### src/spmm_pkg.sv
`default_nettype none

package spmm_pkg;

    // matrix geometry
    localparam int n = 8;
    localparam int data_width = 8;
    localparam int rows_per_beat = 4;
    localparam int beats_per_matrix = n / rows_per_beat;

    // reduction tree depth and total compute latency
    localparam int red_levels = $clog2(n);
    localparam int pipe_depth = red_levels + 2;

    // one matrix element, arithmetic wraps at this width
    typedef logic [data_width-1:0] data_t;

    // row or column index
    typedef logic [red_levels-1:0] idx_t;

    // nonzero count, 0 to n inclusive
    typedef logic [red_levels:0] ptr_t;

    typedef data_t [n-1:0] row_t;

    typedef row_t [rows_per_beat-1:0] beat_t;

    typedef row_t [n-1:0] matrix_t;

endpackage

`default_nettype wire

### src/rhs_store.sv
`default_nettype none

module rhs_store (
    input  logic              clock,
    input  logic              reset,
    input  logic              rhs_write,
    input  spmm_pkg::idx_t    rhs_beat,
    input  spmm_pkg::beat_t   rhs_rows,
    output spmm_pkg::matrix_t matrix
);

    // first row written by the current beat
    int base_row;

    assign base_row = int'(rhs_beat) * spmm_pkg::rows_per_beat;

    // beat b fills rows 4b to 4b+3
    always_ff @(posedge clock or posedge reset) begin
        if (reset) begin
            matrix <= '0;
        end else if (rhs_write) begin
            for (int k = 0; k < spmm_pkg::rows_per_beat; k++) begin
                matrix[base_row + k] <= rhs_rows[k];
            end
        end
    end

endmodule

`default_nettype wire

### config.mk
export PLATFORM = sky130hd
export DESIGN_NAME = rhs_store
export DESIGN_NICKNAME = d
export VERILOG_FILES = /design/src/spmm_pkg.sv /design/src/rhs_store.sv
export SDC_FILE = /design/constraint.sdc
export NUM_CORES = 1
export LEC_CHECK = 0
export ABC_AREA = 0
export ABC_CLOCK_PERIOD_IN_PS = 32000
export BUFFER_PORTS_ARGS = -buffer_cell sky130_fd_sc_hd__buf_4
export CAP_MARGIN = 10
export CORE_AREA = 3 3 303 305
export CTS_BUF_LIST = sky130_fd_sc_hd__clkbuf_16
export DETAILED_ROUTE_END_ITERATION = 16
export DIE_AREA = 0 0 306 308
export SLEW_MARGIN = 15
export SYNTH_ARGS = -nofsm -noshare
export SYNTH_HDL_FRONTEND = slang
export SYNTH_SLANG_ARGS = --single-unit
### constraint.sdc
create_clock -name clock -period 32 [get_ports clock]
set_input_delay 6.4 -clock clock [delete_from_list [all_inputs] [get_ports clock]]
set_output_delay 6.4 -clock clock [all_outputs]
set_load 0.02 [all_outputs]
==> results.md <==
- The highest ir drop seen on vdd is around 44 uV.
- Together, buffers and inverters on the worst path number 3.
- Relative to the synthesized area, the layout overhead comes to 45.8%.
- The number of vias per cell after detailed routing is 3.96.
- The overall overflow remaining after global route is 0.
- The pin count of the biggest net entering global routing is 130.
- Dividing the final minimum period by the clock period gives 0.283.
- The critical path data required time is 32,470 ps.
- Derived from the worst setup path, the maximum achievable clock frequency is 0.110 GHz.
- The number of rows in the core area is between 100 and 150.
- The flow ran to the end, and the final reports show no timing, DRC or antenna violations.
- Yosys attributes the largest share of cell area to dfrtp_1 67%, mux2_2 29%, buf_4 1.3%.
- The routability-driven placement congestion ratio is around 0.8.
- By count the netlist is led by 512 x dfrtp_1, 491 x mux2_2, 32 x buf_4, 21 x mux2_1, 20 x buf_6.
- Clock tree synthesis selected as its root buffer the cell clkbuf_16.
- The number of pins with negative max-slew slack in the final report was 0.
- The number of I/O port buffers is between 700 and 800.
- The path type of the worst setup path is primary input to register.
- For this run, design rule violations remaining after detail routing come to 0.
- The share of total power dissipated in combinational logic is 0.295.
- The number of cells upsized or downsized after cts is 0.
- Setup repair after global routing left no endpoint under its margin.
- The number of flops mapped to enable cells by yosys is 0.
- The portion of synthesized cell area occupied by the leading cell type is 0.671.
- The share of async-settable or async-resettable flops after synthesis is 1.00.
- The detailed-router iteration count before antenna repair is 4.
- The floorplan step defined a core boundary enclosing ~0.090 mm^2.
- After synthesis the netlist holds a flip-flop and latch count of about 510.
- The arrival time of data at the critical path endpoint is 9540 ps.
- The register with the most flip-flops is matrix.
- The clock reaches the later pin of the worst-skew pair after roughly 570 ps.
- The total power consumption of the routed design is roughly 2.1 mW.
- The cell type contributing the most total cell area after synthesis is dfrtp_1.
- The number of clock sinks is slightly above 500.
- The post-synthesis cell count is roughly 1,100.
- The most repeated library cell on the critical path is buf_4.
- The least setup slack across all paths after layout is between 20,000 and 25,000 ps.
- Dividing total power by cell area gives a power density of 77.0 mW/mm^2.
- The net load switching power is between 0.6 and 0.7 mW.
- The total leakage power is ~13 nW.
- The total number of nets in the final design is roughly 2,100.
- The pre-CTS worst setup slack is about 22,000 ps.
- The share of total power consumed by net switching is 0.314.
- The number of antenna violations at the first check in global routing is 1.
- The most used standard cell by instance count after synthesis is dfrtp_1.
- The final critical-path required period is slightly above 9000 ps.
- The clock skew is 0 ps.
- The count of buffers added by post-CTS timing repair for setup is 0.
- After routing, the total negative slack on setup checks comes to 0 ps.
- The internal power of the cells is between 1 and 1.5 mW.
- The number of flip-flops under the largest register name is just over 500.
- The hold buffer count at cts is 0.
- The worst min-delay path class is register to register.
- Counting the buffers created by CTS gives 57.
- Across the run, the number of max-cap violations was 0.
- For this block, the routed nets add up to ~58,000 um of wire.
- The top-level I/O count is 774.
- The tightest hold path in the finished design has a slack of just under 500 ps.
- STA classifies the critical path startpoint as a primary input.
- The largest individual stage delay along the critical path comes from the cell buf_4.
- The detailed router placed ~12,000 vias in this run.
- The share of total power dissipated in the clock network is 0.298.
- In this run the tightest slew margin relative to its limit is 0.229.
- The average instance in the mapped netlist occupies between 15 and 20 um^2.
- The fraction of final layout cells with drive strength greater than 1 is 0.708.
- The deepest level of the CTS H-tree is 2.
- The starting density of the core is 0.213.
- The width of the die is 306 um.
- For this run, the total global-route usage over all layers was measured as 0.116.
- Counting distinct cell types in the post-synthesis netlist gives 10.
- Of the total power, registers draw 0.407.
- The area of the mapped netlist is around 0.019 mm^2.
- The net count after synthesis is between 1,000 and 1,500.
- The number of fill cells in the layout is about 9,000.
- The longest individual stage delay on the worst path is a little over 900 ps.
- The synthesis warning total is 0.
- The die outline height is 308 um.
- The placed wire-length estimate is about 43,000 um.
- At the pin with the least slew margin, the transition time is about 1200 ps.
- The final routed wire length divided by cell count is between 15 and 20 um.
- TritonCTS built the clock tree.
- The final count of hold timing violations is 0.
- The worst setup path is captured at a register.
- The share of the yosys chip area belonging to registers is 0.671.
- The antenna violation net count after detailed routing is 0.
- The number of setup violations in the final report is 0.
- Walking the worst path, the cells encountered are buf_4 -> nor4b_4 -> buf_4 -> buf_4 -> mux2_2.
- The number of global-route vias before repair is 13,800.
- The overall die area is 0.0942 mm^2.
- The wire length of the first global-routing pass is around 86,000 um.
- The largest registers in the layout are matrix (512).
- Clock-pin slew was measured on the worst setup and hold paths at approximately 60 ps.
- The maximum fanout along the worst path is 80.
- The DRC violation total after the first TritonRoute iteration is ~470.
- The commonest register cell after synthesis is dfrtp_1.
- The kind of cell with the highest combined delay along the critical path is buffers and inverters.
- The maximum buffer depth of the clock tree is 3.
metrics by stage:
step | instance area [um^2] | cells | utilization
after floorplan | 19100 | 1084 | -
after global placement | 26000 | 2989 | 0.290
after detailed placement | 26000 | 2989 | 0.290
after CTS | 27800 | 3093 | 0.311
after global routing | 27800 | 3093 | 0.311
final | 27900 | 3094 | 0.311
power by group through the flow:
| stage | sequential (mW) | clock (mW) | combinational, mW |
|---|---|---|---|
| after floorplan | 1.05 | 0 | 0.142 |
| after global placement | 0.878 | 0 | 0.634 |
| after detailed placement | 0.884 | 0 | 0.643 |
| after CTS | 0.876 | 0.664 | 0.643 |
| after global routing | 0.893 | 0.692 | 0.668 |
| final | 0.873 | 0.638 | 0.632 |
path summary, 6_finish.rpt:
check	startpoint	end	slack (ps)	cells after the start
worst max-delay path	rhs_beat[1]	matrix[75]$_DFFE_PP0P_	22940	5
worst min-delay path	matrix[299]$_DFFE_PP0P_	matrix[299]$_DFFE_PP0P_	480	1
worst max register to register	matrix[13]$_DFFE_PP0P_	matrix[13]$_DFFE_PP0P_	31150	1
worst min register to register	matrix[299]$_DFFE_PP0P_	matrix[299]$_DFFE_PP0P_	480	1
max in group asynchronous	reset	matrix[247]$_DFFE_PP0P_	23630	4
min in group asynchronous	reset	matrix[197]$_DFFE_PP0P_	6010	2
kinds of logic after synthesis:
group | share of synthesized area
muxes | 0.302
DFF | 0.671
and+or+nand+nor | 0.00131
buffers and inverters | 0.0258
per-layer routing:
| metal | routed length, um | GRT usage |
|---|---|---|
| met5 | 0 | 0 |
| met4 | 1540 | 0.0334 |
| met3 | 5440 | 0.0470 |
| met2 | 29400 | 0.208 |
| met1 | 21400 | 0.127 |
cells in the final DEF, fill, tap and decap left out, drive strengths merged:
| master | instances |
|---|---|
| buf | 786 |
| bufinv | 6 |
| clkbuf | 59 |
| clkinv | 21 |
| dfrtp | 512 |
| diode | 1 |
| inv | 19 |
| mux2 | 512 |
| nor4b | 1 |
| nor4bb | 1 |
cell type report:
| class | instances | area (um^2) | area share |
|---|---|---|---|
| Clock buffer | 59 | 1480 | 0.0530 |
| Inverter | 1 | 11.3 | 0.000404 |
| Tap cell | 1176 | 1470 | 0.0528 |
| Clock inverter | 45 | 349 | 0.0125 |
| Multi-Input combinational cell | 514 | 5810 | 0.209 |
| Sequential cell | 512 | 12800 | 0.460 |
| Antenna cell | 1 | 2.50 | 0.0000899 |
| Timing Repair Buffer | 786 | 5910 | 0.212 |
No activity file was read; power rests on OpenSTA's default activity.
