**src/spmm_pkg.sv**
```systemverilog
`default_nettype none

package spmm_pkg;

    // matrix geometry
    localparam int n = 8;
    localparam int data_width = 8;
    localparam int rows_per_beat = 4;
    localparam int beats_per_matrix = n / rows_per_beat;

    // reduction tree depth and total compute latency
    localparam int red_levels = $clog2(n);
    localparam int pipe_depth = red_levels + 2;

    // one matrix element, arithmetic wraps at this width
    typedef logic [data_width-1:0] data_t;

    // row or column index
    typedef logic [red_levels-1:0] idx_t;

    // nonzero count, 0 to n inclusive
    typedef logic [red_levels:0] ptr_t;

    typedef data_t [n-1:0] row_t;

    typedef row_t [rows_per_beat-1:0] beat_t;

    typedef row_t [n-1:0] matrix_t;

endpackage

`default_nettype wire

```
**src/lhs_job_if.sv**
```systemverilog
`default_nettype none

interface lhs_job_if;

    // one-cycle pulse, decoded fields valid from here on
    logic issue;

    // row of each nonzero position, n marks padding
    spmm_pkg::ptr_t [spmm_pkg::n-1:0] row_id;

    spmm_pkg::idx_t [spmm_pkg::n-1:0] col;
    spmm_pkg::data_t [spmm_pkg::n-1:0] data;

    // per row: position of last nonzero and whether the row has any
    spmm_pkg::idx_t [spmm_pkg::n-1:0] row_last;
    logic [spmm_pkg::n-1:0] row_nonempty;

    modport source (output issue, row_id, col, data, row_last, row_nonempty);

    modport sink (input issue, row_id, col, data, row_last, row_nonempty);

endinterface

`default_nettype wire

```
**src/segment_decoder.sv**
```systemverilog
`default_nettype none

module segment_decoder (
    input  logic                                  clock,
    input  logic                                  reset,
    input  logic                                  job_load,
    input  spmm_pkg::ptr_t [spmm_pkg::n-1:0]      lhs_row_end,
    input  spmm_pkg::idx_t [spmm_pkg::n-1:0]      lhs_col,
    input  spmm_pkg::data_t [spmm_pkg::n-1:0]     lhs_data,
    lhs_job_if.source                             job
);

    spmm_pkg::ptr_t [spmm_pkg::n-1:0]  row_end_q;
    spmm_pkg::idx_t [spmm_pkg::n-1:0]  col_q;
    spmm_pkg::data_t [spmm_pkg::n-1:0] data_q;
    logic                              loaded;

    spmm_pkg::ptr_t [spmm_pkg::n-1:0]  row_id_d;
    spmm_pkg::idx_t [spmm_pkg::n-1:0]  row_last_d;
    logic [spmm_pkg::n-1:0]            row_nonempty_d;

    // capture the sparse operand on acceptance
    always_ff @(posedge clock) begin
        if (job_load) begin
            row_end_q <= lhs_row_end;
            col_q <= lhs_col;
            data_q <= lhs_data;
        end
    end

    always_ff @(posedge clock or posedge reset) begin
        if (reset) begin
            loaded <= 1'b0;
            job.issue <= 1'b0;
        end else begin
            loaded <= job_load;
            job.issue <= loaded;
        end
    end

    always_comb begin
        // row of position p = number of row ends at or below p
        for (int p = 0; p < spmm_pkg::n; p++) begin
            row_id_d[p] = '0;
            for (int r = 0; r < spmm_pkg::n; r++) begin
                if (row_end_q[r] <= spmm_pkg::ptr_t'(p)) begin
                    row_id_d[p] = row_id_d[p] + 1'b1;
                end
            end
        end
        for (int r = 0; r < spmm_pkg::n; r++) begin
            row_last_d[r] = spmm_pkg::idx_t'(row_end_q[r] - 1'b1);
        end
        row_nonempty_d[0] = (row_end_q[0] != '0);
        for (int r = 1; r < spmm_pkg::n; r++) begin
            row_nonempty_d[r] = (row_end_q[r] != row_end_q[r-1]);
        end
    end

    always_ff @(posedge clock) begin
        if (loaded) begin
            job.row_id <= row_id_d;
            job.row_last <= row_last_d;
            job.row_nonempty <= row_nonempty_d;
        end
    end

    // held stable in the capture registers until the next job
    assign job.col = col_q;
    assign job.data = data_q;

endmodule

`default_nettype wire

```
**src/flat_wrapper.sv**
```systemverilog
// flat-port wrapper written by rule: the top's interface ports become plain ports
module segment_decoder_flat 
  (clock, reset, job_load, lhs_row_end, lhs_col, lhs_data, job_issue, job_row_id, job_col, job_data, job_row_last, job_row_nonempty);
  lhs_job_if job_i ();
  input  logic clock;
  input  logic reset;
  input  logic job_load;
  input  spmm_pkg::ptr_t [spmm_pkg::n-1:0] lhs_row_end;
  input  spmm_pkg::idx_t [spmm_pkg::n-1:0] lhs_col;
  input  spmm_pkg::data_t [spmm_pkg::n-1:0] lhs_data;
  output wire logic [$bits(job_i.issue)-1:0] job_issue;
  output wire logic [$bits(job_i.row_id)-1:0] job_row_id;
  output wire logic [$bits(job_i.col)-1:0] job_col;
  output wire logic [$bits(job_i.data)-1:0] job_data;
  output wire logic [$bits(job_i.row_last)-1:0] job_row_last;
  output wire logic [$bits(job_i.row_nonempty)-1:0] job_row_nonempty;
  assign job_issue = job_i.issue;
  assign job_row_id = job_i.row_id;
  assign job_col = job_i.col;
  assign job_data = job_i.data;
  assign job_row_last = job_i.row_last;
  assign job_row_nonempty = job_i.row_nonempty;
  segment_decoder u_core (.clock(clock), .reset(reset), .job_load(job_load), .lhs_row_end(lhs_row_end), .lhs_col(lhs_col), .lhs_data(lhs_data), .job(job_i));
endmodule
```
**config.mk**
```make
export PLATFORM = sky130hd
export DESIGN_NAME = segment_decoder_flat
export DESIGN_NICKNAME = d
export VERILOG_FILES = /design/src/spmm_pkg.sv /design/src/lhs_job_if.sv /design/src/segment_decoder.sv /design/src/flat_wrapper.sv
export SDC_FILE = /design/constraint.sdc
export NUM_CORES = 1
export LEC_CHECK = 0
export ABC_AREA = 1
export ABC_CLOCK_PERIOD_IN_PS = 10910
export BUFFER_PORTS_ARGS = -buffer_cell sky130_fd_sc_hd__buf_2
export CAP_MARGIN = 30
export CORE_MARGIN = 10
export CORE_UTILIZATION = 40
export CTS_BUF_LIST = sky130_fd_sc_hd__clkbuf_8
export CTS_CLUSTER_DIAMETER = 120
export DETAILED_ROUTE_END_ITERATION = 6
export GPL_TIMING_DRIVEN = 0
export HOLD_SLACK_MARGIN = 0.06
export PLACE_DENSITY = 0.64
export SETUP_SLACK_MARGIN = 0.05
export SYNTH_ARGS = -nofsm -noshare
export SYNTH_HDL_FRONTEND = slang
export SYNTH_SLANG_ARGS = --single-unit
```
**constraint.sdc**
```tcl
create_clock -name clock -period 10.91 [get_ports clock]
set_clock_uncertainty 0.05 [all_clocks]
set_input_delay 3.273 -clock clock [delete_from_list [all_inputs] [get_ports clock]]
set_output_delay 3.273 -clock clock [all_outputs]
set_load 0.02 [all_outputs]
```
==> results.toml <==
[placed_design]
dpl.hpwl_um = 24210
port_buffers = 275
place.gp.congestion = 0.8789

[synthesis]
yosysWarningCount = 0
avgSynthCellArea_um2 = 8.999
ys.flop_type = "edfxtp_1"
yosysTopAreaCell = "edfxtp_1"
synth-async-reset-ratio_pct = 1.075
netlist_area_um2 = 11360
ys_ff_latch = 186
yosysMostFrequentCell = "nand2_1"
ys_top_cells_by_area = "edfxtp_1, nand2_1, ha_1, inv_1, nand3_1"
postSynthNetCount = 1471
seq_area_frac_synth_pct = 49.09
synth_top_area_share_pct = 48.65
synthCells = 1262
synth-edff-count = 184
synth.distinct_cells = 51
synthTopCellsByCount = "nand2_1, edfxtp_1, inv_1, nand3_1, ha_1"

[pwr]
p_per_area_nw_per_um2 = 153.3
vdd_drop_max_mv = 0.08801
p_leak_nw = 6.749
report.power.total_w = 0.002099

[critical_path]
worstPathRequired_ns = 11.10
critPathCaptureType = "register"
max_stage_delay_ns = 0.46
cp.arrival_ns = 4.89
startpoint_type = "register"
crit_slowest_cell = "edfxtp_1"
critPathTopFamily = "simple AND/OR/NAND/NOR gates"
path_class = "reg -> reg"
worst-path-buf-inv = 5
cp_max_fo = 7
cpMostUsedCell = "nand2_1"

[clock_tree]
cts_buffers = 17
postCtsHoldBufs = 0
clock-sinks = 186
cts_resized = 0
htreeDepth = 4
cts_setup_buffers = 0
clock_latency_ns = 0.48
tritoncts = "yes"
clkTransAtPathRegs_ns = 0.10
ctsRootBufferMaster = "clkbuf_8"
clockBufferDepth = 2

[final_layout]
fin_util_pct = 49.04
layout-drive-gt1-share_pct = 25.84
syn_to_final_growth_pct = 20.61
final_nets = 1767
multi_input_area_um2 = 4941
final-seq-area_um2 = 5577
n_fill_cell = 2673

[timing]
tns_ns = 0
finalCriticalPeriod_ns = 4.705
rsz0062_at_grt = "false"
fin_crit_sh_pct = 43.12
finalSetupViolCount = 0
slew_viol_final = 0
max_slew_margin_pct = 51.51
worst_pin_slew_ns = 0.7273
fmax_ghz = 0.2125
finalHoldViolCount = 0

[global_routing]
track_usage_pct = 16.21
overflow = 0
grt_max_degree = 67
grt_pass1_vias = 8919
grt_pass1_wl_um = 45820
use_met2_pct = 28.62
met1_usage_pct = 17.30
grt_busiest_layer = "met2"
grtUsageMet3_pct = 6.942
grt_antenna_before_repair = 3

[floorplan]
fp.dieH_um = 188.5
initial_utilization_pct = 40.66
row_count = 61
ioPinCount = 276
design.die.area_um2 = 35530
core_area_um2 = 27930
fp.dieW_um = 188.5

[route]
drtPass1Iterations = 7
antenna_left = 0
via_count = 9034
drt_iter0_markers = 423
drt-total-wl_um = 29180
wl_per_cell_um = 14.96
viasPerCell = 4.630
drc = 0

[flow_run]
cap_violations = 0

[hold_path]
hold_class = "reg -> reg"

[run_status]
status = "finished clean"
-- report_power, final --
group | internal [W] | switching, W | total, W
combinational | 0.000234 | 0.000456 | 0.000689
sequential | 0.000880 | 0.0000310 | 0.000911
clock | 0.000217 | 0.000282 | 0.000499
-- cells in the final DEF (no fill, tap or decap), types with 4 or more instances in the layout --
cell / synthesis / layout
inv_6: 0 / 6
inv_1: 171 / 171
edfxtp_1: 184 / 184
o21ai_1: 11 / 11
xnor2_1: 37 / 37
nor2_1: 58 / 58
inv_2: 31 / 31
nand4_1: 19 / 19
xor2_1: 27 / 27
clkbuf_1: 6 / 6
a21oi_1: 4 / 4
a31oi_1: 6 / 6
nand3b_1: 6 / 6
o21ai_0: 33 / 33
clkinv_1: 5 / 5
buf_2: 2 / 276
ha_1: 86 / 86
nand3_2: 4 / 4
or2_2: 9 / 9
clkbuf_8: 0 / 17
nand3_1: 116 / 116
or2_1: 5 / 5
nand2_2: 24 / 24
nand2_1: 376 / 376
-- stage by stage --
step / hold slack, ns / instances / worst slack (ns) / cell area, um2
floorplan: 0.5505 / 1262 / 6.739 / 11360
global placement: 0.5856 / 1915 / 5.223 / 13210
detailed placement: 0.5856 / 1917 / 6.237 / 13260
CTS: 0.6112 / 1949 / 6.238 / 13690
global route: 0.6694 / 1951 / 5.844 / 13700
finish: 0.6128 / 1951 / 6.205 / 13700
-- routing by layer --
layer  wire length [um]  part of all wire [%]  vias up
li1                   -                     -     4682
met1              11380                    39     4056
met2              14490                    50      266
met3               2894                   9.9       28
met4                406                   1.4        2
met5                  7                 0.024        -
-- cells by family after synthesis --
group / share of synthesized area (%)
fa+ha+maj: 9.474
buf+inv: 7.403
compound gates: 3.636
flops: 49.09
xor+xnor: 5.464
simple gates: 24.83
mux: 0.09914
-- registers in the layout, summed over array words and instances (netlist names) --
register,count
u_core.job.col,24
u_core.job.data,64
u_core.job.issue,1
u_core.job.row_id,32
u_core.job.row_last,24
u_core.job.row_nonempty,8
u_core.loaded,1
u_core.row_end_q,32
-- path summary, 6_finish.rpt --
path                                 startpoint                         end  slack [ns]  cells after the start
setup reg to reg            u_core.row_end_q[4]       u_core.job.row_id[21]        6.21                     25
min in group asynchronous                 reset               u_core.loaded        2.58                      2
max in group asynchronous                 reset               u_core.loaded        8.11                      2
hold / removal             u_core.row_end_q[29]  u_core.job.row_nonempty[7]        0.61                      2
hold reg to reg            u_core.row_end_q[29]  u_core.job.row_nonempty[7]        0.61                      2
setup / recovery            u_core.row_end_q[4]       u_core.job.row_id[21]        6.21                     25
-- area by class of cell --
cell class | instances | area share [%]
antenna | 2 | 0.03654
buffer | 12 | 0.4658
clock buffer | 17 | 1.708
clock inverter | 15 | 1.471
inverter | 207 | 5.672
multi-input combinational | 857 | 36.07
sequential | 186 | 40.71
tap | 378 | 3.453
timing repair buffer | 277 | 10.41
-- worst min-delay path, delay by kind of cell, from the launching register on --
family | cells | cell delay (ns)
flip-flops | 1 | 0.41
XOR/XNOR | 1 | 0.08
AND/OR/NAND/NOR | 1 | 0.08
Note: power is estimated with default switching activity, not from simulation.
