### config.mk
export PLATFORM = sky130hd
export DESIGN_NAME = pe_column_flat
export DESIGN_NICKNAME = d
export VERILOG_FILES = /design/src/spmm_pkg.sv /design/src/lhs_job_if.sv /design/src/pe_column.sv /design/src/flat_wrapper.sv
export SDC_FILE = /design/constraint.sdc
export NUM_CORES = 1
export LEC_CHECK = 0
export ABC_AREA = 1
export CORE_AREA = 5 5 280 282
export DETAILED_ROUTE_END_ITERATION = 10
export DIE_AREA = 0 0 285 287
export DONT_BUFFER_PORTS = 1
export HOLD_SLACK_MARGIN = 0.06
export PLACE_DENSITY = 0.62
export SLEW_MARGIN = 20
export SYNTH_ARGS = -nofsm -noshare
export SYNTH_HDL_FRONTEND = slang
export SYNTH_SLANG_ARGS = --single-unit
### constraint.sdc
create_clock -name clock -period 8.9 [get_ports clock]
set_clock_uncertainty 0.15 [all_clocks]
set_input_delay 1.78 -clock clock [delete_from_list [all_inputs] [get_ports clock]]
set_output_delay 1.78 -clock clock [all_outputs]
set_load 0.05 [all_outputs]
### src/spmm_pkg.sv
`default_nettype none

package spmm_pkg;

    // matrix geometry
    localparam int n = 8;
    localparam int data_width = 8;
    localparam int rows_per_beat = 4;
    localparam int beats_per_matrix = n / rows_per_beat;

    // reduction tree depth and total compute latency
    localparam int red_levels = $clog2(n);
    localparam int pipe_depth = red_levels + 2;

    // one matrix element, arithmetic wraps at this width
    typedef logic [data_width-1:0] data_t;

    // row or column index
    typedef logic [red_levels-1:0] idx_t;

    // nonzero count, 0 to n inclusive
    typedef logic [red_levels:0] ptr_t;

    typedef data_t [n-1:0] row_t;

    typedef row_t [rows_per_beat-1:0] beat_t;

    typedef row_t [n-1:0] matrix_t;

endpackage

`default_nettype wire

### src/lhs_job_if.sv
`default_nettype none

interface lhs_job_if;

    // one-cycle pulse, decoded fields valid from here on
    logic issue;

    // row of each nonzero position, n marks padding
    spmm_pkg::ptr_t [spmm_pkg::n-1:0] row_id;

    spmm_pkg::idx_t [spmm_pkg::n-1:0] col;
    spmm_pkg::data_t [spmm_pkg::n-1:0] data;

    // per row: position of last nonzero and whether the row has any
    spmm_pkg::idx_t [spmm_pkg::n-1:0] row_last;
    logic [spmm_pkg::n-1:0] row_nonempty;

    modport source (output issue, row_id, col, data, row_last, row_nonempty);

    modport sink (input issue, row_id, col, data, row_last, row_nonempty);

endinterface

`default_nettype wire

### src/pe_column.sv
`default_nettype none

module pe_column #(
    parameter int col_index = 0
) (
    input  logic              clock,
    input  logic              reset,
    lhs_job_if.sink           job,
    input  spmm_pkg::matrix_t matrix,
    output spmm_pkg::row_t    row_sums
);

    // stage 0 holds products, stage red_levels holds segmented prefix sums
    spmm_pkg::data_t [spmm_pkg::n-1:0] sum_q [spmm_pkg::red_levels+1];

    // row ids travel alongside the values
    spmm_pkg::ptr_t [spmm_pkg::n-1:0]  id_q [spmm_pkg::red_levels];

    always_ff @(posedge clock) begin
        if (job.issue) begin
            for (int i = 0; i < spmm_pkg::n; i++) begin
                sum_q[0][i] <= job.data[i] * matrix[job.col[i]][col_index];
            end
        end
    end

    always_ff @(posedge clock or posedge reset) begin
        if (reset) begin
            for (int i = 0; i < spmm_pkg::n; i++) begin
                id_q[0][i] <= spmm_pkg::ptr_t'(spmm_pkg::n);
            end
        end else if (job.issue) begin
            id_q[0] <= job.row_id;
        end
    end

    for (genvar s = 0; s < spmm_pkg::red_levels; s++) begin : g_stage
        // add the value 2^s back only when it belongs to the same row
        always_ff @(posedge clock) begin
            for (int i = 0; i < (1 << s); i++) begin
                sum_q[s+1][i] <= sum_q[s][i];
            end
            for (int i = (1 << s); i < spmm_pkg::n; i++) begin
                if (id_q[s][i - (1 << s)] == id_q[s][i]) begin
                    sum_q[s+1][i] <= sum_q[s][i] + sum_q[s][i - (1 << s)];
                end else begin
                    sum_q[s+1][i] <= sum_q[s][i];
                end
            end
        end

        if (s + 1 < spmm_pkg::red_levels) begin : g_id
            always_ff @(posedge clock or posedge reset) begin
                if (reset) begin
                    for (int i = 0; i < spmm_pkg::n; i++) begin
                        id_q[s+1][i] <= spmm_pkg::ptr_t'(spmm_pkg::n);
                    end
                end else begin
                    id_q[s+1] <= id_q[s];
                end
            end
        end
    end

    // row total sits at its last nonzero
    always_comb begin
        for (int r = 0; r < spmm_pkg::n; r++) begin
            if (job.row_nonempty[r]) begin
                row_sums[r] = sum_q[spmm_pkg::red_levels][job.row_last[r]];
            end else begin
                row_sums[r] = '0;
            end
        end
    end

endmodule

`default_nettype wire

### src/flat_wrapper.sv
// flat-port wrapper written by rule: the top's interface ports become plain ports
module pe_column_flat 
#(
    parameter int col_index = 0
)
  (clock, reset, matrix, row_sums, job_issue, job_row_id, job_col, job_data, job_row_last, job_row_nonempty);
  lhs_job_if job_i ();
  input  logic clock;
  input  logic reset;
  input  spmm_pkg::matrix_t matrix;
  output spmm_pkg::row_t row_sums;
  input wire logic [$bits(job_i.issue)-1:0] job_issue;
  input wire logic [$bits(job_i.row_id)-1:0] job_row_id;
  input wire logic [$bits(job_i.col)-1:0] job_col;
  input wire logic [$bits(job_i.data)-1:0] job_data;
  input wire logic [$bits(job_i.row_last)-1:0] job_row_last;
  input wire logic [$bits(job_i.row_nonempty)-1:0] job_row_nonempty;
  assign job_i.issue = job_issue;
  assign job_i.row_id = job_row_id;
  assign job_i.col = job_col;
  assign job_i.data = job_data;
  assign job_i.row_last = job_row_last;
  assign job_i.row_nonempty = job_row_nonempty;
  pe_column #(.col_index(col_index)) u_core (.clock(clock), .reset(reset), .job(job_i), .matrix(matrix), .row_sums(row_sums));
endmodule
==> flow_summary_export.csv <==
group,metric,value,unit
min_path,min_path_cells,0,
timing,fin_crit,6.07,ns
logic_synthesis,ys_seq_area_frac,0.254,
pwr,seq_power_share,0.327,
detailed_routing,ant_nets,0,
floorplanning,die_w,285,um
place,io_buffers,0,
logic_synthesis,syn_nets,5718,
global_route,antenna_found_initial,1,
logic_synthesis,synthDistinctLibCells,42,
clock_tree,cts_tree,"yes",
pwr,pwr-share-comb,0.495,
job,drv_cap,0,
clock_tree,cts_resized,0,
clock_tree,htreeDepth,2,
place,dp_hpwl,86700,um
global_route,grt_max_degree,116,
timing,finalWorstSetupSlack,2.83,ns
global_route,grt_pass1_wl,170000,um
detailed_routing,highest_layer,"met5",
timing,timing.slew.headroom,0.204,
place,dp_slack,2.36,ns
logic_synthesis,yosys_warnings,0,
clock_tree,worst_skew_pair.late_latency,0.52,ns
timing,post-route-period-util,0.682,
logic_synthesis,syn_inst,4691,
pwr,ir_worst_vdd,0.138,mV
floorplanning,die_area,81800,um2
pwr,clkPwrFrac,0.178,
setup_path,cp.required,9.04,ns
logic_synthesis,syn_area_per_cell,6.89,um2
layout,final_cell_mix,"nand2_1 (1115), inv_1 (606), o21ai_0 (557)",
global_route,overflow,0,
pwr,p_leak,16.8,nW
logic_synthesis,yosys.area.top_type,"nand2_1",
logic_synthesis,ys_ff_latch,352,
place,gp_congestion,1.01,
floorplanning,pin_count,731,
detailed_routing,route.detailed.drc,0,
layout,drive_above_1_share,0.0486,
logic_synthesis,synth_area,32300,um2
layout,nets,5592,
timing,fmax,0.165,GHz
min_path,min_from,"u_core.sum_q[1][12]$_DFF_P_",
clock_tree,cts_root_buffer,"clkbuf_16",
global_route,grt_pass1_vias,28500,
setup_path,cp.arrival,6.22,ns
timing,hold_violations,0,
clock_tree,path_clk_slew,0.06,ns
setup_path,critPathKind,"in -> reg",
floorplanning,core_area,75400,um2
layout,syn_to_final_growth,5.52,%
timing,setup_viol,0,
timing,hold_ws,0.213,ns
setup_path,start_kind,"input port",
setup_path,path_max_fanout,8,
detailed_routing,initialDrtViolationCount,2661,
detailed_routing,avgViaCountPerCell,5.52,
detailed_routing,wl,113000,um
clock_tree,cts-buffers-inserted,36,
setup_path,ff2ff_path_depth,9,
floorplanning,die_y,287,um
min_path,hold_end,"u_core.sum_q[1][76]$_DFF_P_",
layout,final.fill_count,7750,
clock_tree,clock-sinks,352,
timing,finalMaxSlewViolations,0,
logic_synthesis,synth_top_area_share,0.129,
pwr,p_sw,0.00393,W
floorplanning,rows,101,
setup_path,rr_startpoint,"u_core.sum_q[0][48]$_DFFE_PP_",
clock_tree,postCtsHoldBufs,0,
detailed_routing,wl_met3,9160,um
detailed_routing,vias,30700,
detailed_routing,met2_length,51900,um
pwr,cellInternalPower,0.00487,W
clock_tree,cts_max_path_buffers,3,
setup_path,worstReg2RegEnd,"u_core.sum_q[0][118]$_DFF_P_",
pwr,p_sw_frac,0.447,
setup_path,end_kind,"flop",
timing,tns,0,ns
detailed_routing,dr.pass1.iters,7,
logic_synthesis,synth_area_leaders,"nand2_1 (13%), dfxtp_1 (12%), ha_1 (9.6%), o21ai_0 (8.6%), inv_1 (7.0%)",
layout,utilization,0.452,
timing,rsz0062_at_grt,"no",
outcome,status,"finished clean",
global_route,grt_usage,0.265,
layout,final_common_cell,"nand2_1",
detailed_routing,wl_per_cell,20.2,um
setup_path,r2r_slack,6.53,ns
detailed_routing,wl_met1,43300,um
floorplanning,initial_core_util,0.429,
pwr,power.density,258,nW/um2
clock_tree,cts_setup_buffers,0,
timing,worstMarginPinSlew,1.19,ns
min_path,hp-class,"reg -> reg",
## worst max path at each step
| stage | slack (ns) | start | end | cells after the start |
|---|---|---|---|---|
| after floorplan | 2.87 | job_col[10] | u_core.sum_q[0][31]$_DFFE_PP_ | 22 |
| after global placement | 2.39 | matrix[66] | u_core.sum_q[0][15]$_DFFE_PP_ | 29 |
| after detailed placement | 2.36 | matrix[323] | u_core.sum_q[0][15]$_DFFE_PP_ | 27 |
| after CTS | 2.90 | matrix[323] | u_core.sum_q[0][15]$_DFFE_PP_ | 27 |
| after global routing | 2.55 | matrix[66] | u_core.sum_q[0][15]$_DFFE_PP_ | 29 |
| final | 2.83 | matrix[323] | u_core.sum_q[0][15]$_DFFE_PP_ | 27 |
## power groups by stage
stage / combinational [W] / clock (W) / sequential [W]
6_report: 0.00435 / 0.00157 / 0.00288
5_1_grt: 0.00503 / 0.00167 / 0.00292
4_1_cts: 0.00435 / 0.00160 / 0.00287
3_5_place_dp: 0.00432 / 0 / 0.00290
3_3_place_gp: 0.00420 / 0 / 0.00290
2_1_floorplan: 0.00355 / 0 / 0.00251
## through the flow
| step | cell area, um2 | power, W | cells |
|---|---|---|---|
| CTS | 34100 | 0.00882 | 5569 |
| detailed placement | 32900 | 0.00722 | 5505 |
| global route | 34100 | 0.00962 | 5569 |
| global placement | 32800 | 0.00710 | 5505 |
| floorplan | 32300 | 0.00606 | 4691 |
| finish | 34100 | 0.00880 | 5570 |
## cells in the mapped netlist, drive strengths merged
master and count:
xor2 134, or2 11, nand2 1128, dfrtp 72, and3 2, o211ai 155, o21ai 572, and2 1
a31oi 64, nand4 29, edfxtp 64, mux2 13, nor2b 1, buf 87, a211oi 3, dfstp 24
a21o 1, ha 247, dfxtp 192, fa 113, inv 618, clkinv 4, o21bai 4, clkbuf 123
nor3 7, xnor2 20, nand3b 4, nor2 340, a21oi 317, nand3 341
## cell families after synthesis
family                     after synthesis  synth area share
AOI/OAI and AO/OA                     1116             0.189
xor gates and xnor gates               154            0.0417
adders and majority gates              360             0.166
buffers and inverters                  832             0.108
DFF                                    352             0.254
muxes                                   13           0.00453
and+or+nand+nor                       1864             0.238
## registers in the layout (all words and copies together), names as in the netlist
| register | cells |
|---|---|
| u_core.id_q | 96 |
| u_core.sum_q | 256 |
## per-layer routing
metal,vias up,global-route usage
li1,15200,-
met4,2,0.159
met2,1215,0.447
met1,14000,0.310
met5,-,0
met3,363,0.0584
## critical path: stages
cell and delay [ns]:
inv_1 0.37, nand2_1 0.10, o211ai_1 0.10, nand3_1 0.21, nand2_1 0.19, nor2_1 0.08
fa_1 0.46, ha_1 0.32, fa_1 0.48, inv_1 0.05, fa_1 0.47, inv_1 0.04
ha_1 0.33, a21oi_1 0.20, nand2_1 0.07, nand2_1 0.06, nand2_1 0.07, nand3b_1 0.15
nand2_1 0.08, inv_1 0.04, nand2_1 0.07, nand2_1 0.05, nand2_1 0.05, nand2_1 0.06
nand2_1 0.05, inv_1 0.03, nor2_1 0.27
## area by class of cell
cell class / count / area (um2) / share of cell area
Multi-Input combinational cell: 3507 / 20800 / 0.609
Sequential cell: 352 / 8200 / 0.240
Inverter: 622 / 2340 / 0.0687
Tap cell: 978 / 1220 / 0.0359
Clock buffer: 52 / 1070 / 0.0315
Timing Repair Buffer: 46 / 349 / 0.0102
Clock inverter: 12 / 164 / 0.00480
Antenna cell: 1 / 2.50 / 0.0000734
(Power assumes the default switching activity.)
