<file path="src/spmm_pkg.sv">
`default_nettype none

package spmm_pkg;

    // matrix geometry
    localparam int n = 8;
    localparam int data_width = 8;
    localparam int rows_per_beat = 4;
    localparam int beats_per_matrix = n / rows_per_beat;

    // reduction tree depth and total compute latency
    localparam int red_levels = $clog2(n);
    localparam int pipe_depth = red_levels + 2;

    // one matrix element, arithmetic wraps at this width
    typedef logic [data_width-1:0] data_t;

    // row or column index
    typedef logic [red_levels-1:0] idx_t;

    // nonzero count, 0 to n inclusive
    typedef logic [red_levels:0] ptr_t;

    typedef data_t [n-1:0] row_t;

    typedef row_t [rows_per_beat-1:0] beat_t;

    typedef row_t [n-1:0] matrix_t;

endpackage

`default_nettype wire

</file>
<file path="src/spmm_ctrl.sv">
`default_nettype none

module spmm_ctrl (
    input  logic           clock,
    input  logic           reset,
    input  logic           rhs_valid,
    input  logic           lhs_valid,
    input  logic           out_ready,
    output logic           rhs_ready,
    output logic           lhs_ready,
    output logic           out_valid,
    output logic           out_last,
    output logic           rhs_write,
    output spmm_pkg::idx_t rhs_beat,
    output logic           job_load,
    output logic           capture,
    output spmm_pkg::idx_t out_beat
);

    typedef enum logic [1:0] {
        st_idle,
        st_compute,
        st_drain
    } state_t;

    typedef logic [$clog2(spmm_pkg::pipe_depth + 1)-1:0] count_t;

    state_t state;
    count_t compute_count;
    logic   rhs_complete;
    logic   drain_done;

    // one idle cycle after the final beat before the next job
    assign lhs_ready = (state == st_idle) && rhs_complete && !drain_done;
    assign job_load = lhs_valid && lhs_ready;

    // a job accepted this cycle wins over a new rhs beat
    assign rhs_ready = (state == st_idle) && !job_load;
    assign rhs_write = rhs_valid && rhs_ready;

    assign capture = (state == st_compute) &&
                     (compute_count == count_t'(spmm_pkg::pipe_depth));

    assign out_valid = (state == st_drain);
    assign out_last = out_valid &&
                      (out_beat == spmm_pkg::idx_t'(spmm_pkg::beats_per_matrix - 1));

    // rhs beat counter, complete only after the final beat of a load
    always_ff @(posedge clock or posedge reset) begin
        if (reset) begin
            rhs_beat <= '0;
            rhs_complete <= 1'b0;
        end else if (rhs_write) begin
            if (rhs_beat == spmm_pkg::idx_t'(spmm_pkg::beats_per_matrix - 1)) begin
                rhs_beat <= '0;
                rhs_complete <= 1'b1;
            end else begin
                rhs_beat <= rhs_beat + 1'b1;
                rhs_complete <= 1'b0;
            end
        end
    end

    always_ff @(posedge clock or posedge reset) begin
        if (reset) begin
            state <= st_idle;
            compute_count <= '0;
            out_beat <= '0;
            drain_done <= 1'b0;
        end else begin
            drain_done <= 1'b0;
            case (state)
                st_idle: begin
                    if (job_load) begin
                        state <= st_compute;
                        compute_count <= '0;
                    end
                end
                st_compute: begin
                    compute_count <= compute_count + 1'b1;
                    if (capture) begin
                        state <= st_drain;
                        out_beat <= '0;
                    end
                end
                st_drain: begin
                    if (out_ready) begin
                        if (out_last) begin
                            state <= st_idle;
                            out_beat <= '0;
                            drain_done <= 1'b1;
                        end else begin
                            out_beat <= out_beat + 1'b1;
                        end
                    end
                end
                default: state <= st_idle;
            endcase
        end
    end

endmodule

`default_nettype wire

</file>
<file path="config.mk">
export PLATFORM = sky130hd
export DESIGN_NAME = spmm_ctrl
export DESIGN_NICKNAME = d
export VERILOG_FILES = /design/src/spmm_pkg.sv /design/src/spmm_ctrl.sv
export SDC_FILE = /design/constraint.sdc
export NUM_CORES = 1
export LEC_CHECK = 0
export ABC_CLOCK_PERIOD_IN_PS = 1600
export BUFFER_PORTS_ARGS = -buffer_cell sky130_fd_sc_hd__buf_2
export CAP_MARGIN = 10
export CORE_MARGIN = 1.5
export CORE_UTILIZATION = 50
export DETAILED_ROUTE_END_ITERATION = 10
export PLACE_DENSITY = 0.84
export SYNTH_ARGS = -nofsm -noshare
export SYNTH_HDL_FRONTEND = slang
export SYNTH_SLANG_ARGS = --single-unit
</file>
<file path="constraint.sdc">
create_clock -name clock -period 1.6 [get_ports clock]
set_clock_uncertainty 0.15 [all_clocks]
set_input_delay 0 -clock clock [delete_from_list [all_inputs] [get_ports clock]]
set_output_delay 0 -clock clock [all_outputs]
set_load 0.02 [all_outputs]
</file>
==> flow_metrics.env, run 1 <==
export IMPL_status="finished clean"
export IMPL_fin_nets=101
export IMPL_period_share=0.9338
export IMPL_async_reset_ff_frac=1.000
export IMPL_cp_max_fo=5
export IMPL_post_route_util=0.6651
export IMPL_final_cells=106
export IMPL_drc=0
export IMPL_hold_depth=4
export IMPL_antenna_found_initial=0
export IMPL_cts_tree="built"
export IMPL_grt_pass1_wl_um=1904
export IMPL_hold_viol=0
export IMPL_row_count=13
export IMPL_wl_per_cell_um=12.26
export IMPL_max_slew_margin_rel=0.6723
export IMPL_start_util=0.5460
export IMPL_synth_ff_type="dfrtp_1"
export IMPL_grt_pass1_vias=443
export IMPL_cts_root_buf="clkbuf_4"
export IMPL_rr_endpoint="rhs_complete"
export IMPL_avgSynthCellArea_um2=10.87
export IMPL_worstSkewPairLatency_ns=0.27
export IMPL_leakage_nw=0.4975
export IMPL_tightest_slew_ns=0.4910
export IMPL_io_buffers=17
export IMPL_viasPerCell=5.434
export IMPL_io_pins=18
export IMPL_yosysTopAreaCell="dfrtp_1"
export IMPL_clockBufferDepth=2
export IMPL_syn_nets=76
export IMPL_end_kind="output pin"
export IMPL_wirelength_um=1300
export IMPL_dp_cells=98
export IMPL_rr_startpoint="drain_done"
export IMPL_fin_crit_ns=1.494
export IMPL_vias=576
export IMPL_ys_types=30
export IMPL_netlist_instances=67
export IMPL_ys_seq_area_frac=0.4467
export IMPL_totalPowerFinal_mw=1.464
export IMPL_n_antenna_cell=0
export IMPL_hold_end="rhs_beat[2]"
export IMPL_cp_required_ns=1.45
export IMPL_powerDensity_nw_per_um2=1651
export IMPL_hp_class="in -> reg"
export IMPL_fmax_ghz=0.6693
export IMPL_syn_area_um2=728.2
export IMPL_synth_yosys_warnings=0
export IMPL_r2r_setup_slack_ns=0.20
export IMPL_die_area_um2=1694
export IMPL_numClockSinks=13
export IMPL_synth_seq_cells=13
export IMPL_drtAntennaViolNets=0
export IMPL_cts_max_level=1
export IMPL_synth_edf_count=0
export IMPL_drive_gt1_frac=0.3516
export IMPL_setup_viol=0
export IMPL_peakVddDrop_uv=1195
export IMPL_timing_setup_tns_ns=0
export IMPL_synthToLayoutAreaGrowth_pct=21.82
export IMPL_track_usage=0.1950
export IMPL_path_class="reg -> out"
export IMPL_grt_setup_unrepaired="no"
export IMPL_clk_pin_slew_ns=0.07
export IMPL_die_w_um=41.16
export IMPL_layout_commonest_cell="buf_2"
export IMPL_cts_made_buffers=3
export IMPL_worstHoldStart="lhs_valid"
export IMPL_r2r_cells=3
export IMPL_crit_arrival_ns=1.34
export IMPL_maxSlewViolCount=0
export IMPL_synthTopCellsByArea="dfrtp_1 45%, ha_1 6.9%, a21o_1 4.1%, nand2b_1 3.4%, o31ai_1 3.1%"
export IMPL_final_cell_mix="17 x buf_2, 11 x dfrtp_1"
export IMPL_routabilityCongestion=0.6787
export IMPL_drtPass1Iterations=4
export IMPL_cap_violations=0
export IMPL_grt_max_degree=14
export IMPL_whs_ns=0.1109
export IMPL_cp_start_kind="register"
export IMPL_drt_iter0_drc=15
export IMPL_grt_remaining_overflow=0
export IMPL_yosysTopAreaCellShare=0.4467
export IMPL_core_region_area_um2=1334
export IMPL_die_height_um=41.16
export IMPL_place_hpwl_um=975.5
-- cell usage after synthesis (all sizes together), types with 2 or more instances --
library cell / n
a21o: 4
and2: 2
buf: 2
dfrtp: 13
ha: 4
inv: 7
mux2: 2
nand2: 2
nand2b: 4
nand3: 4
nand3b: 2
nand4: 2
nand4b: 2
nor2: 4
nor2b: 2
o31ai: 3
xnor2: 2
-- critical path, cell delays in order, from the launching register on --
cell and delay [ns]:
dfrtp_1 0.40, inv_1 0.06, ha_1 0.18, nand4b_2 0.20
inv_2 0.07, buf_2 0.15
-- how the worst max path moves through the flow --
stage                               to              from
after floorplan              lhs_ready          state[0]
after global placement     rhs_beat[1]        drain_done
after detailed placement  rhs_complete          state[1]
after CTS                     out_last          state[0]
after global routing          out_last          state[0]
final                          capture  compute_count[1]
-- routing by layer --
metal / track usage / vias to the layer above / part of all wire
met5: 0 / - / 0
met4: 0.1452 / 0 / 0.028
met3: 0.09783 / 5 / 0.043
met2: 0.2969 / 10 / 0.48
met1: 0.2041 / 278 / 0.45
li1: - / 283 / -
-- metrics by stage --
stage               area, um2  worst slack (ns)
finish                  887.1            0.1060
global route            887.1           0.01129
CTS                     877.1           0.05352
detailed placement      820.8            0.1915
global placement        820.8            0.2408
floorplan               728.2            0.1041
-- layout make-up --
type | instances | area (um2)
inverters | 7 | 26.28
well taps | 15 | 18.77
repair buffers | 22 | 130.1
flip-flops and latches | 13 | 327.8
clock buffers | 4 | 26.28
multi-input cells | 45 | 357.8
fillers | 93 | 446.7
-- power by group --
| group | internal [mW] | total [mW] | switching, mW |
|---|---|---|---|
| combinational | 0.326 | 0.694 | 0.369 |
| clock | 0.0968 | 0.197 | 0.0998 |
| sequential | 0.438 | 0.573 | 0.136 |
| total | 0.860 | 1.46 | 0.604 |
-- state kept, by name, indices dropped and copies added (netlist names) --
signal         flops
state              2
compute_count      3
rhs_beat           3
rhs_complete       1
drain_done         1
out_beat           3
-- logic make-up after synthesis --
family                     count (synthesis)  synth area share
and+or+nand+nor                           27            0.2612
DFF                                       13            0.4467
AOI/OAI and AO/OA                         10            0.1014
buffers and inverters                      9           0.06185
adders and majority gates                  4           0.06873
xor gates and xnor gates                   2           0.02406
muxes                                      2           0.03608
-- repair_timing --
| item | in CTS | in global routing |
|---|---|---|
| setup endpoints to repair | 0 | 2 |
| setup buffers | 0 | 1 |
| hold buffers | 3 | 0 |
| resized for setup | 0 | 2 |
| hold endpoints to repair | 22 | 0 |
Power figures use the tool's default switching activity.
==> inputs of run 2 (changes only) <==
--- a/config.mk
+++ b/config.mk
@@ -5,6 +5,7 @@
 export SDC_FILE = /design/constraint.sdc
 export NUM_CORES = 1
 export LEC_CHECK = 0
+export ABC_AREA = 1
 export ABC_CLOCK_PERIOD_IN_PS = 1600
 export BUFFER_PORTS_ARGS = -buffer_cell sky130_fd_sc_hd__buf_2
 export CAP_MARGIN = 10
==> run 2 against run 1 <==
  * Hold slack better by 0.027 ns
  * Cell count up 21%
  * Area after synthesis down 1.0%
  * Global-route usage decreased by 1.0 points
  * Final area rose by 2.8%
  * Maximum frequency decreased by 1.6%
  * Critical endpoint is now rhs_write
  * Largest cell class unchanged
==> flow_metrics.env, run 2 <==
export IMPL_grt_busiest_layer="met2"
export IMPL_yosysMostFrequentCell="nand2_1"
export IMPL_fin_nets=123
export IMPL_cts_tree="built"
export IMPL_synthToLayoutAreaGrowth_pct=26.56
export IMPL_wirelength_um=1364
export IMPL_use_met2=0.2969
export IMPL_syn_area_um2=720.7
export IMPL_clock_power_share=0.143
export IMPL_worstSkewPairLatency_ns=0.27
export IMPL_fmax_ghz=0.6585
export IMPL_cap_violations=0
export IMPL_cp_top_family="flip-flops"
export IMPL_yosysTopAreaCell="dfrtp_1"
export IMPL_fin_crit_ns=1.519
export IMPL_drive_gt1_frac=0.2478
export IMPL_synth_edf_count=0
export IMPL_max_slew_margin_rel=0.6816
export IMPL_hp_class="in -> async"
export IMPL_slowest_delay_ns=0.46
export IMPL_layout_commonest_cell="nand2_1"
export IMPL_die_w_um=40.97
export IMPL_cp_max_fo=6
export IMPL_crit_arrival_ns=1.37
export IMPL_cp_required_ns=1.45
export IMPL_use_met1=0.2242
export IMPL_row_count=13
export IMPL_synthTopCellsByCount="23 x nand2_1, 14 x inv_1, 13 x dfrtp_1, 10 x nand3_1"
export IMPL_dp_cells=120
export IMPL_numClockSinks=13
export IMPL_peakVddDrop_uv=860.2
export IMPL_tightest_slew_ns=0.4771
export IMPL_viasPerCell=5.016
export IMPL_final_cells=128
export IMPL_wl_per_cell_um=10.66
export IMPL_crit_slowest_cell="dfrtp_2"
export IMPL_fillers=111
export IMPL_r2r_cells=7
export IMPL_synth_ff_type="dfrtp_1"
export IMPL_postCtsSetupBuffers=0
export IMPL_antenna_found_initial=0
export IMPL_ys_seq_area_frac=0.4514
export IMPL_grt_remaining_overflow=0
export IMPL_cp_start_kind="register"
export IMPL_rr_startpoint="compute_count[1]"
export IMPL_n_antenna_cell=0
export IMPL_path_buf_inv=2
export IMPL_vias=642
export IMPL_switching_share=0.4591
export IMPL_powerDensity_nw_per_um2=1536
export IMPL_reg_top3="compute_count x3, out_beat x3, rhs_beat x3"
export IMPL_drc=0
export IMPL_die_area_um2=1678
export IMPL_avgSynthCellArea_um2=8.190
export IMPL_grt_max_degree=14
export IMPL_power_frac_comb=0.486
export IMPL_timing_setup_tns_ns=0
export IMPL_core_region_area_um2=1318
export IMPL_drt_iter0_drc=7
export IMPL_netlist_instances=88
export IMPL_yosysTopAreaCellShare=0.4514
export IMPL_synth_yosys_warnings=0
export IMPL_cts_made_buffers=3
export IMPL_final_cell_mix="23 x nand2_1, 17 x buf_2, 14 x inv_1"
export IMPL_grt_pass1_vias=483
export IMPL_end_kind="output pin"
export IMPL_clockBufferDepth=2
export IMPL_async_reset_ff_frac=1.000
export IMPL_rr_endpoint="out_beat[2]"
export IMPL_p_sw_mw=0.6430
export IMPL_totalPowerFinal_mw=1.401
export IMPL_place_hpwl_um=989.5
export IMPL_syn_nets=97
export IMPL_whs_ns=0.1379
export IMPL_setup_viol=0
export IMPL_grt_setup_unrepaired="no"
export IMPL_drtAntennaViolNets=0
export IMPL_globalRouteMet3Util=0.04891
export IMPL_synth_seq_cells=13
export IMPL_io_pins=18
export IMPL_start_util=0.5470
export IMPL_p_int_mw=0.7576
export IMPL_status="finished clean"
export IMPL_path_class="reg -> out"
export IMPL_die_height_um=40.97
export IMPL_cts_max_level=1
export IMPL_cp_common_cell="nand3_4"
export IMPL_io_buffers=17
export IMPL_clk_pin_slew_ns=0.08
export IMPL_seq_power_share=0.371
export IMPL_cts_root_buf="clkbuf_4"
export IMPL_grt_pass1_wl_um=1945
export IMPL_hold_viol=0
export IMPL_ys_types=17
export IMPL_period_share=0.9491
export IMPL_leakage_nw=0.5086
export IMPL_cp_cell_sequence="nor2_4, nand3_4, nand3_4, inv_1, buf_2"
export IMPL_drtPass1Iterations=4
export IMPL_maxSlewViolCount=0
export IMPL_r2r_setup_slack_ns=0.19
export IMPL_track_usage=0.1850
export IMPL_synthTopCellsByArea="dfrtp_1 45%, nand2_1 12%, inv_1 7.3%, ha_1 6.9%, nand3_1 6.9%"
export IMPL_routabilityCongestion=0.7270
run 2: changes by cell type after synthesis, sizes merged, moves of 3 or more:
cell | before | now
nand2 | 2 | 23
inv | 7 | 15
nand3 | 4 | 12
o21ai | 0 | 5
a21o | 4 | 0
nand2b | 4 | 0
nor2 | 4 | 8
o31ai | 3 | 0
run 2: cells by family after synthesis:
| logic type | after synthesis | share of synthesized area |
|---|---|---|
| and+or+nand+nor | 47 | 0.3090 |
| xor gates and xnor gates | 2 | 0.02431 |
| adders and majority gates | 4 | 0.06945 |
| AOI/OAI and AO/OA | 7 | 0.06771 |
| DFF | 13 | 0.4514 |
| buffers and inverters | 15 | 0.07812 |
run 2: worst max-delay path by stage:
| stage | from | slack, ns | end | cells after the start |
|---|---|---|---|---|
| after floorplan | out_beat[1] | 0.27 | out_beat[2] | 6 |
| after global placement | compute_count[1] | 0.28 | out_beat[2] | 7 |
| after detailed placement | compute_count[1] | 0.21 | out_beat[2] | 7 |
| after CTS | state[0] | 0.04 | rhs_write | 5 |
| after global routing | state[0] | 0.02 | rhs_write | 5 |
| final | state[0] | 0.08 | rhs_write | 5 |
run 2: final cells by class:
type,count,area (um2),area share
multi-input combinational,60,359.1,0.3937
sequential,13,326.6,0.3580
timing repair buffer,21,125.1,0.1372
inverter,15,56.30,0.06173
clock buffer,4,26.28,0.02881
tap,15,18.77,0.02058
run 2: power by group through the flow:
stage          Clock, mW  Combinational (mW)  Sequential (mW)
6_report           0.201               0.680            0.520
5_1_grt            0.211               0.765            0.535
4_1_cts            0.197               0.660            0.518
3_5_place_dp           0               0.638            0.516
3_3_place_gp           0               0.610            0.511
2_1_floorplan          0               0.447            0.534
run 2: worst register-to-register path, delay by kind of cell (launching register included):
family | cells | cell delay [ns]
adders and majority gates | 1 | 0.16
and+or+nand+nor | 5 | 0.53
DFF | 1 | 0.40
buffers and inverters | 1 | 0.07
run 2: per-stage QoR:
stage / setup slack [ns] / util / area (um2)
global placement: 0.2831 / 0.6258 / 824.5
floorplan: 0.2715 / - / 720.7
finish: 0.08148 / 0.6923 / 912.1
CTS: 0.03703 / 0.6800 / 895.9
detailed placement: 0.2072 / 0.6258 / 824.5
global route: 0.01767 / 0.6923 / 912.1
run 2: repair_timing:
action                                  4_1_cts  5_1_grt
resized for setup                             1        3
endpoints found under the setup margin        1        1
hold endpoints to repair                     21        0
hold buffers                                  4        0
run 2: routing by layer:
metal / vias to the layer above / share of wire
met5: - / 0
li1: 330 / -
met2: 24 / 0.44
met4: 0 / 0.021
met1: 284 / 0.48
met3: 4 / 0.065
